## config.mk

```make
export PLATFORM = sky130hd
export DESIGN_NAME = obj_tile_draw
export DESIGN_NICKNAME = d
export VERILOG_FILES = /design/src/rtl/video_pkg.sv /design/src/rtl/obj_pkg.sv /design/src/rtl/obj_tile_draw.sv
export VERILOG_INCLUDE_DIRS = /design/src /design/src/include
export SDC_FILE = /design/constraint.sdc
export NUM_CORES = 1
export LEC_CHECK = 0
export BUFFER_PORTS_ARGS = -buffer_cell sky130_fd_sc_hd__buf_2
export CAP_MARGIN = 5
export CORE_MARGIN = 1
export CORE_UTILIZATION = 45
export CTS_CLUSTER_SIZE = 40
export DETAILED_ROUTE_END_ITERATION = 8
export GPL_ROUTABILITY_DRIVEN = 1
export PLACE_DENSITY = 0.75
export SETUP_SLACK_MARGIN = 0.4
export SLEW_MARGIN = 25
export SYNTH_ARGS = -nofsm -noshare
export SYNTH_HDL_FRONTEND = slang
export SYNTH_SLANG_ARGS = --single-unit
```

## constraint.sdc

```tcl
create_clock -name clk -period 2.35 [get_ports clk]
set_input_delay 0 -clock clk [delete_from_list [all_inputs] [get_ports clk]]
set_output_delay 0 -clock clk [all_outputs]
set_load 0.02 [all_outputs]
```

## src/include/obj_draw_macros.svh

```systemverilog
`ifndef OBJ_DRAW_MACROS_SVH
`define OBJ_DRAW_MACROS_SVH

// sprite code width, selects one 16x16 object in the gfx rom
`define OBJ_CW 12

// output pixel: low nibble colour, high nibble palette
`define OBJ_PW 8

// sprite is square, this many pixels per side
`define OBJ_SPR_W 16

// rom word address = {code, row, half}
`define OBJ_ROM_AW (`OBJ_CW + 5)

// line buffer addressing, 512 positions per bank
`define OBJ_BUF_AW 9
`define OBJ_BUF_DEPTH 512

// colour nibble that is never drawn
`define OBJ_TRANSP 4'hf

`endif
```

## src/rtl/video_pkg.sv

```systemverilog
`include "obj_draw_macros.svh"

package video_pkg;

    // bank that takes writes during the current line
    // the other one is streamed out and erased
    typedef enum logic {
        BANK_A = 1'b0,
        BANK_B = 1'b1
    } bank_t;

    typedef logic [`OBJ_PW-1:0]     pixel_t;  // {pal, colour}
    typedef logic [`OBJ_BUF_AW-1:0] hpos_t;   // horizontal position, wraps at 512

    // value of an empty location, reads back as transparent everywhere
    localparam pixel_t PXL_BLANK = '1;

endpackage

```

## src/rtl/obj_pkg.sv

```systemverilog
`include "obj_draw_macros.svh"

package obj_pkg;

    // drawer sequencing
    typedef enum logic [1:0] {
        IDLE,   // waiting for draw
        FETCH,  // rom_cs up, waiting on rom_ok
        WRITE   // pushing 8 pixels into the line buffer
    } draw_state_t;

    // which 8-pixel half of the sprite row is on the rom bus
    typedef enum logic {
        HALF_LEFT  = 1'b0,
        HALF_RIGHT = 1'b1
    } half_t;

    typedef logic [`OBJ_CW-1:0]     code_t;     // sprite code
    typedef logic [3:0]             row_t;      // row inside the sprite, 0..15
    typedef logic [3:0]             nibble_t;   // one rom pixel
    typedef logic [`OBJ_PW-5:0]     pal_t;      // palette, upper pixel bits
    typedef logic [`OBJ_ROM_AW-1:0] rom_addr_t;

endpackage

```

## src/rtl/obj_tile_draw.sv

```systemverilog
`include "obj_draw_macros.svh"

// fetches one 16-pixel sprite row as two rom words and writes
// the opaque pixels into the line buffer, one per clock
module obj_tile_draw (
    input  logic                clk,
    input  logic                rst,
    // draw command
    input  logic                draw,
    input  obj_pkg::code_t      code,
    input  video_pkg::hpos_t    xpos,
    input  obj_pkg::row_t       ysub,
    input  logic                hflip,
    input  logic                vflip,
    input  obj_pkg::pal_t       pal,
    output logic                busy,
    // gfx rom
    output obj_pkg::rom_addr_t  rom_addr,
    output logic                rom_cs,
    input  logic                rom_ok,
    input  logic [31:0]         rom_data,
    // line buffer write
    output logic                buf_we,
    output video_pkg::hpos_t    buf_addr,
    output video_pkg::pixel_t   buf_din
);

    obj_pkg::draw_state_t state;
    obj_pkg::half_t       half;       // half currently fetched or written
    obj_pkg::half_t       first_half; // half to start with, from hflip
    obj_pkg::row_t        row;        // sprite row after vflip
    obj_pkg::code_t       code_r;
    obj_pkg::row_t        row_r;
    obj_pkg::pal_t        pal_r;
    obj_pkg::nibble_t     nib;        // pixel on its way out
    logic                 hf;         // latched hflip
    logic [31:0]          sr;         // fetched word, shifted one nibble per write
    logic [2:0]           cnt;        // pixel within the half
    logic                 last_pxl;
    logic                 last_half;

    // vflip reads the rows bottom up
    assign row = vflip ? obj_pkg::row_t'(`OBJ_SPR_W - 1) - ysub : ysub;

    // hflip starts on the right half and walks it backwards
    assign first_half = hflip ? obj_pkg::HALF_RIGHT : obj_pkg::HALF_LEFT;

    assign last_pxl  = cnt == 3'(`OBJ_SPR_W / 2 - 1);
    assign last_half = half == (hf ? obj_pkg::HALF_LEFT : obj_pkg::HALF_RIGHT);

    // leftmost pixel sits in bits 31:28, hflip takes bits 3:0 first
    assign nib = hf ? sr[3:0] : sr[31:28];

    assign busy     = state != obj_pkg::IDLE;
    assign rom_cs   = state == obj_pkg::FETCH;  // addr is stable for the whole state
    assign rom_addr = {code_r, row_r, half};

    assign buf_din = {pal_r, nib};
    assign buf_we  = state == obj_pkg::WRITE && nib != `OBJ_TRANSP; // skip transparent

    // control
    always_ff @(posedge clk) begin
        if (rst) begin
            state <= obj_pkg::IDLE;
            half  <= obj_pkg::HALF_LEFT;
            cnt   <= '0;
        end else begin
            case (state)
                obj_pkg::IDLE: begin
                    if (draw) begin     // busy is low here, so this is the accept edge
                        state <= obj_pkg::FETCH;
                        half  <= first_half;
                    end
                end
                obj_pkg::FETCH: begin
                    if (rom_ok) begin   // only wait point, rom_cs held until now
                        state <= obj_pkg::WRITE;
                        cnt   <= '0;
                    end
                end
                obj_pkg::WRITE: begin
                    cnt <= cnt + 3'd1;
                    if (last_pxl) begin
                        if (last_half) begin
                            state <= obj_pkg::IDLE;     // busy drops next cycle
                        end else begin
                            state <= obj_pkg::FETCH;
                            half  <= half == obj_pkg::HALF_LEFT ? obj_pkg::HALF_RIGHT
                                                                : obj_pkg::HALF_LEFT;
                        end
                    end
                end
                default: state <= obj_pkg::IDLE;
            endcase
        end
    end

    // command copy and pixel data path
    always_ff @(posedge clk) begin
        if (state == obj_pkg::IDLE && draw) begin
            code_r   <= code;
            row_r    <= row;
            pal_r    <= pal;
            hf       <= hflip;
            buf_addr <= xpos;
        end
        if (state == obj_pkg::FETCH && rom_ok) begin
            sr <= rom_data;
        end
        if (state == obj_pkg::WRITE) begin
            sr       <= hf ? {4'd0, sr[31:4]} : {sr[27:0], 4'd0};
            buf_addr <= buf_addr + 1'b1;    // wraps modulo 512
        end
    end

    // rom request must not move until it is answered
    a_rom_hold: assert property (
        @(posedge clk) disable iff (rst)
        rom_cs && !rom_ok |=> rom_cs && $stable(rom_addr)
    ) else $error("rom_addr changed while a fetch was pending");

    // each fetched word is written out in exactly eight cycles
    a_we_write: assert property (
        @(posedge clk) disable iff (rst)
        state == obj_pkg::WRITE && last_pxl |->
            $past(state, 7) == obj_pkg::WRITE && $past(state, 8) == obj_pkg::FETCH
    ) else $error("write phase is not eight pixels after a fetch");

endmodule

```

==> flow_summary.ini, run 1 <==
[logic_synthesis]
ys_seq_elements = 68
synthesis.area_um2 = 3140
syn_inst = 260
syn_nets = 330
ys_seq_area_frac = 0.632
synth_warnings = 0
synth_cell_type_count = 34
synth.avg_cell_area_um2 = 12.1

[pwr]
power_frac_seq = 0.509
power_mw = 2.94
power_density_nw_per_um2 = 649
ir_drop_v = 0.000358
power_leakage_nw = 1.94
p_int_mw = 2.16
power_frac_comb = 0.175
p_sw_mw = 0.778
p_sw_frac = 0.264
clkPwrFrac = 0.316

[setup_path]
cp_slowest_stage_delay_ps = 390
worstSetupStartpointType = register
r2r_slack_ps = 750
cp.required_ps = 2350
cpMaxStageDelayCell = edfxtp_1
critPathKind = reg -> out
reg2reg_to = sr[19]$_DFFE_PP_
r2r-start = state[0]$_SDFFE_PP0P_
reg2regPathDepth = 3
cp-end-kind = primary output
cp_cell_sequence = buf_12, mux2_2, a41oi_1, buf_2
critPathLaunch = hf$_DFFE_PP_
cp.arrival_ps = 1740
path_max_fanout = 35

[routing]
via_per_inst = 5.14
detail_route.wl_per_cell_um = 14.7
firstDrtPassIters = 4
routed_wl_um = 7500
drt.antenna.violating_nets = 0
route.detailed.drc = 0
vias = 2614
drt_iter0_drc = 136

[placed_design]
gp_congestion = 0.756
hpwl_um = 4430
dp.cells = 432
post-place-ws_ps = 757
numPortBuffers = 103
place_area_um2 = 3730

[floorplan]
std_cell_rows = 30
io_pins = 104
coreArea_um2 = 6760
dieArea_um2 = 7310
start_util = 0.464
die_w_um = 85.5
die_h_um = 85.5

[worst_hold_path]
hold_depth = 3
worstHoldStart = xpos[8]
min_path_type = in -> reg
hold_end = buf_addr[8]$_DFFE_PP_

[timing]
setup-tns-final_ps = 0
grt_setup_unrepaired = no
layout_min_cycle_time_ps = 1740
tightest_slew_ps = 799
maxSlewViolCount = 0
fin_worst_skew_ps = 4.39
max_freq_mhz = 574
postLayoutSetupSlackWorst_ps = 609
hold_viol = 0
slew_headroom = 0.466
min_period_over_period = 0.741
setup_violations = 0

[global_routing]
grt_max_degree = 75
track_usage = 0.212
grt_pass1_vias = 2560
grt-ovfl-total = 0
grt_pass1_wl_um = 11600
antenna_found_initial = 0

[final_layout]
fin_nets = 494
multi_input_area_um2 = 1070
register_area_um2 = 1980
drive_gt1_frac = 0.308
num_antenna_cells = 0
nFillCells = 505
area_delta_synth_final_pct = 44.6
final_area_um2 = 4530
layout.cells.non_filler = 509

[clock_network]
cts_tree = built
clock_latency_ps = 340
cts-buffers-inserted = 9
clockBufferDepth = 2
post-cts-setup-buffers = 0
clock-sinks = 68
clkTransAtPathRegs_ps = 70
cts-root-buf = clkbuf_8
cts_max_level = 3

[run_status]
status = complete, no violations

[run]
maxCapViolCount = 0
-- through the flow --
stage	hold WS, ps	utilization
after floorplan	69.1	-
after global placement	178	0.552
after global routing	41.1	0.671
final	30.7	0.671
after CTS	21.2	0.671
after detailed placement	178	0.552
-- critical path, delay by kind of cell (launching register included) --
kind            cells  cell delay [ps]
buf+inv             2              440
flops               1              390
mux                 1              380
compound gates      1              190
-- cell type report --
class / instances / share of cell area
flip-flops and latches: 68 / 0.437
repair buffers: 169 / 0.262
multi-input cells: 175 / 0.236
clock buffers: 9 / 0.0273
well taps: 80 / 0.0221
clock inverters: 7 / 0.0149
inverters: 1 / 0.000828
-- layout by cell type (no fill, tap or decap), types with 2 or more instances in the layout --
master | synthesis | routed
a21oi_1 | 4 | 4
a31oi_1 | 4 | 4
buf_12 | 0 | 2
buf_2 | 7 | 103
buf_4 | 6 | 3
clkbuf_8 | 0 | 9
clkinv_2 | 0 | 2
clkinvlp_4 | 0 | 2
dfxtp_1 | 6 | 6
dlygate4sd3_1 | 0 | 61
edfxtp_1 | 62 | 62
ha_1 | 3 | 3
mux2_2 | 4 | 4
mux2i_1 | 24 | 24
nand2_1 | 52 | 51
nand2b_1 | 3 | 2
nand3_1 | 11 | 11
nor2_1 | 8 | 8
nor2b_1 | 2 | 2
o21ai_0 | 10 | 10
o21ai_1 | 26 | 26
or3_1 | 4 | 4
xnor2_1 | 2 | 2
xor2_1 | 6 | 6
-- sequential cells by signal, summed over array words and instances (netlist names) --
signal    flops
buf_addr      9
cnt           3
code_r       12
half          1
hf            1
pal_r         4
row_r         4
sr           32
state         2
-- synthesized netlist by cell type (all sizes together) --
cell | n | area share
nand3b | 1 | 0.0024
o31ai | 1 | 0.0024
clkbuf | 2 | 0.0024
or3 | 4 | 0.0080
a211o | 1 | 0.0028
buf | 14 | 0.029
nor4b | 1 | 0.0028
a31oi | 4 | 0.0080
a41oi | 1 | 0.0028
nand2 | 52 | 0.062
nor2b | 2 | 0.0040
nor3b | 1 | 0.0024
nor2 | 8 | 0.0096
mux2 | 4 | 0.014
a32oi | 1 | 0.0028
xnor2 | 2 | 0.0056
o21a | 1 | 0.0024
or2 | 1 | 0.0020
xor2 | 6 | 0.017
ha | 3 | 0.012
o21ai | 36 | 0.057
a21oi | 4 | 0.0064
nand4 | 1 | 0.0020
a311o | 1 | 0.0032
nand3 | 12 | 0.021
nand2b | 3 | 0.0060
edfxtp | 62 | 0.59
inv | 1 | 0.0012
mux2i | 24 | 0.077
dfxtp | 6 | 0.038
-- worst max-delay path by stage --
stage,endpoint,slack [ps],cells after the start
floorplan,code_r[0]$_DFFE_PP_,600,2
global placement,sr[21]$_DFFE_PP_,800,3
detailed placement,sr[13]$_DFFE_PP_,760,3
CTS,buf_we,580,4
global route,buf_we,520,4
finish,buf_we,610,4
-- routing by layer --
layer / global-route usage / part of all wire / vias to the layer above
met5: 0 / 0 / -
met4: 0.100 / 0.028 / 0
met3: 0.0558 / 0.047 / 19
met2: 0.371 / 0.52 / 91
met1: 0.243 / 0.41 / 1228
li1: - / - / 1276
-- cells by family after synthesis --
group | count (synthesis) | share of synthesized area
AOI/OAI and AO/OA | 50 | 0.0882
xor gates and xnor gates | 8 | 0.0223
buffers and inverters | 17 | 0.0327
muxes | 28 | 0.0909
adders and majority gates | 3 | 0.0120
and+or+nand+nor | 86 | 0.122
DFF | 68 | 0.632
-- power groups by stage --
| stage | Clock [mW] | Combinational [mW] | Sequential, mW |
|---|---|---|---|
| after CTS | 0.943 | 0.513 | 1.50 |
| after global routing | 1.00 | 0.559 | 1.51 |
| final | 0.928 | 0.516 | 1.50 |
| after detailed placement | 0 | 0.433 | 1.52 |
| after floorplan | 0 | 0.230 | 1.56 |
| after global placement | 0 | 0.425 | 1.52 |
-- repair_timing --
item,4_1_cts,5_1_grt
hold buffers,61,0
setup endpoints to repair,0,0
hold endpoints to repair,65,0
gates resized for setup,0,0
(Power assumes the default switching activity.)
==> run 2: changes to the inputs <==
ABC_AREA = 1   (was default)
CORE_UTILIZATION = 50   (was 45)
PLACE_DENSITY = 0.79   (was 0.75)
clock period = 1.7 ns   (was 2.35 ns; I/O delays follow)
==> flow_summary.ini, run 2 <==
[logic_synthesis]
syn_inst = 326
synthesis.area_um2 = 3170
synth_top_cell_area_share = 0.587
synth-edff-count = 62
synth.avg_cell_area_um2 = 9.73
ys_seq_area_frac = 0.625
ys.flop_type = edfxtp_1
synth_warnings = 0
synth_top_area_cell = edfxtp_1
ys_seq_elements = 68
synth_cell_type_count = 23
synth-async-reset-ratio = 0
synth_area_leaders = edfxtp_1 59%, nand2_1 11%, a21oi_1 8.4%, nor2_1 4.1%, dfxtp_1 3.8%
ys_top_cells_by_count = 91 x nand2_1, 62 x edfxtp_1, 53 x a21oi_1
syn_nets = 396
synth.most_common_cell = nand2_1

[floorplan]
start_util = 0.526
std_cell_rows = 28
io_pins = 104
coreArea_um2 = 6030
die_h_um = 81.6
dieArea_um2 = 6670
die_w_um = 81.6

[clock_network]
cts-buffers-inserted = 9
cts_tree = built
clockBufferDepth = 2
clock-sinks = 68
cts_max_level = 3
clkTransAtPathRegs_ps = 90
clock_latency_ps = 370
cts-root-buf = clkbuf_8

[final_layout]
multi_input_area_um2 = 1580
regMostFlops = sr
drive_gt1_frac = 0.474
fin_nets = 599
largest_register_ffs = 32
final_cell_mix = 98 x buf_2, 67 x nand2_1, 62 x edfxtp_1
fin_util = 0.940
final_common_cell = buf_2
register_area_um2 = 1990
nFillCells = 179
top_regs = sr (32), code_r (12), buf_addr (9)
area_delta_synth_final_pct = 78.7

[timing]
setup_violations = 1
min_period_over_period = 1.01
layout_min_cycle_time_ps = 1730
setup-tns-final_ps = -25.2
max_freq_mhz = 580
hold_viol = 0
slew_headroom = 0.719
grt_setup_unrepaired = yes
tightest_slew_ps = 419
fin_worst_skew_ps = 16.0
postLayoutSetupSlackWorst_ps = -25.2
maxSlewViolCount = 0

[routing]
via_per_inst = 6.45
detail_route.wl_per_cell_um = 26.1
vias = 3935
drt.antenna.violating_nets = 0
drt_iter0_drc = 602
routed_wl_um = 15900
firstDrtPassIters = 8
route.detailed.drc = 0

[setup_path]
r2r-start = hf$_DFFE_PP_
r2r_slack_ps = -30
critPathLaunch = hf$_DFFE_PP_
worstSetupStartpointType = register
reg2regPathDepth = 6
reg2reg_to = sr[18]$_DFFE_PP_
cp-end-kind = register
path_max_fanout = 5
cp.required_ps = 1800
critPathKind = reg -> reg
cp.arrival_ps = 1820

[global_routing]
grt-ovfl-total = 0
grt_pass1_vias = 3514
track_usage = 0.377
grt_pass1_wl_um = 17900
grt_max_degree = 30
antenna_found_initial = 1

[pwr]
power_density_nw_per_um2 = 968
ir_drop_v = 0.000975
power_leakage_nw = 2.43

[worst_hold_path]
worstHoldStart = vflip
hold_end = row_r[0]$_DFFE_PP_
min_path_type = in -> reg
hold_depth = 2

[run]
maxCapViolCount = 0

[placed_design]
gp_congestion = 0.796
numPortBuffers = 103
hpwl_um = 5230

[run_status]
status = finished, violations left
violations = setup timing
run 2: through the flow:
| stage | hold slack [ps] | cell area [um2] | power (mW) | setup slack (ps) | cells |
|---|---|---|---|---|---|
| floorplan | 69.1 | 3230 | 2.81 | 315 | 326 |
| global placement | 177 | 3800 | 3.10 | 309 | 493 |
| detailed placement | 179 | 3800 | 3.13 | 247 | 493 |
| CTS | 1.91 | 5150 | 4.84 | 166 | 592 |
| global route | 32.4 | 5670 | 5.58 | -39.7 | 610 |
| finish | 32.8 | 5670 | 5.49 | -25.2 | 610 |
run 2: final cells by class:
class	instances	area share
clock buffer	9	0.0219
timing repair inverter	2	0.00265
multi-input combinational	223	0.279
sequential	68	0.351
antenna	1	0.000442
timing repair buffer	204	0.299
clock inverter	7	0.0119
inverter	21	0.0174
tap	75	0.0166
run 2: what timing repair did:
action | in CTS | in global routing
cloned | 8 | 2
buffers inserted | 15 | 14
gates resized for setup | 89 | 81
hold buffers | 60 | 1
pin swaps | 16 | 26
hold endpoints to repair | 64 | 1
setup endpoints to repair | 82 | 101
run 2: critical path: stages, from the launching register on:
cell        delay [ps]
edfxtp_1           510
buf_4              170
buf_6              100
buf_6              120
clkinvlp_4         180
a21oi_2            250
a21oi_1            130
run 2: kinds of logic after synthesis:
logic type | after synthesis | share of synthesized area
and+or+nand+nor | 141 | 0.175
xor gates and xnor gates | 8 | 0.0221
DFF | 68 | 0.625
adders and majority gates | 3 | 0.0118
buffers and inverters | 38 | 0.0560
AOI/OAI and AO/OA | 68 | 0.110
run 2: layer usage:
metal | global-route usage | vias to the layer above | wire length, um
li1 | - | 1516 | -
met1 | 0.416 | 1794 | 4830
met2 | 0.627 | 450 | 7360
met3 | 0.0922 | 175 | 2100
met4 | 0.284 | 0 | 1650
met5 | 0 | - | 0
run 2: worst max-delay path by stage:
stage,slack (ps),endpoint
finish,-30,sr[18]$_DFFE_PP_
global route,-40,sr[18]$_DFFE_PP_
CTS,170,buf_we
detailed placement,250,sr[17]$_DFFE_PP_
global placement,310,buf_addr[6]$_DFFE_PP_
floorplan,310,buf_addr[6]$_DFFE_PP_
run 2: power breakdown:
group | internal [mW] | total [mW] | switching [mW]
clock | 0.672 | 1.44 | 0.769
sequential | 2.09 | 2.30 | 0.215
combinational | 0.713 | 1.74 | 1.03
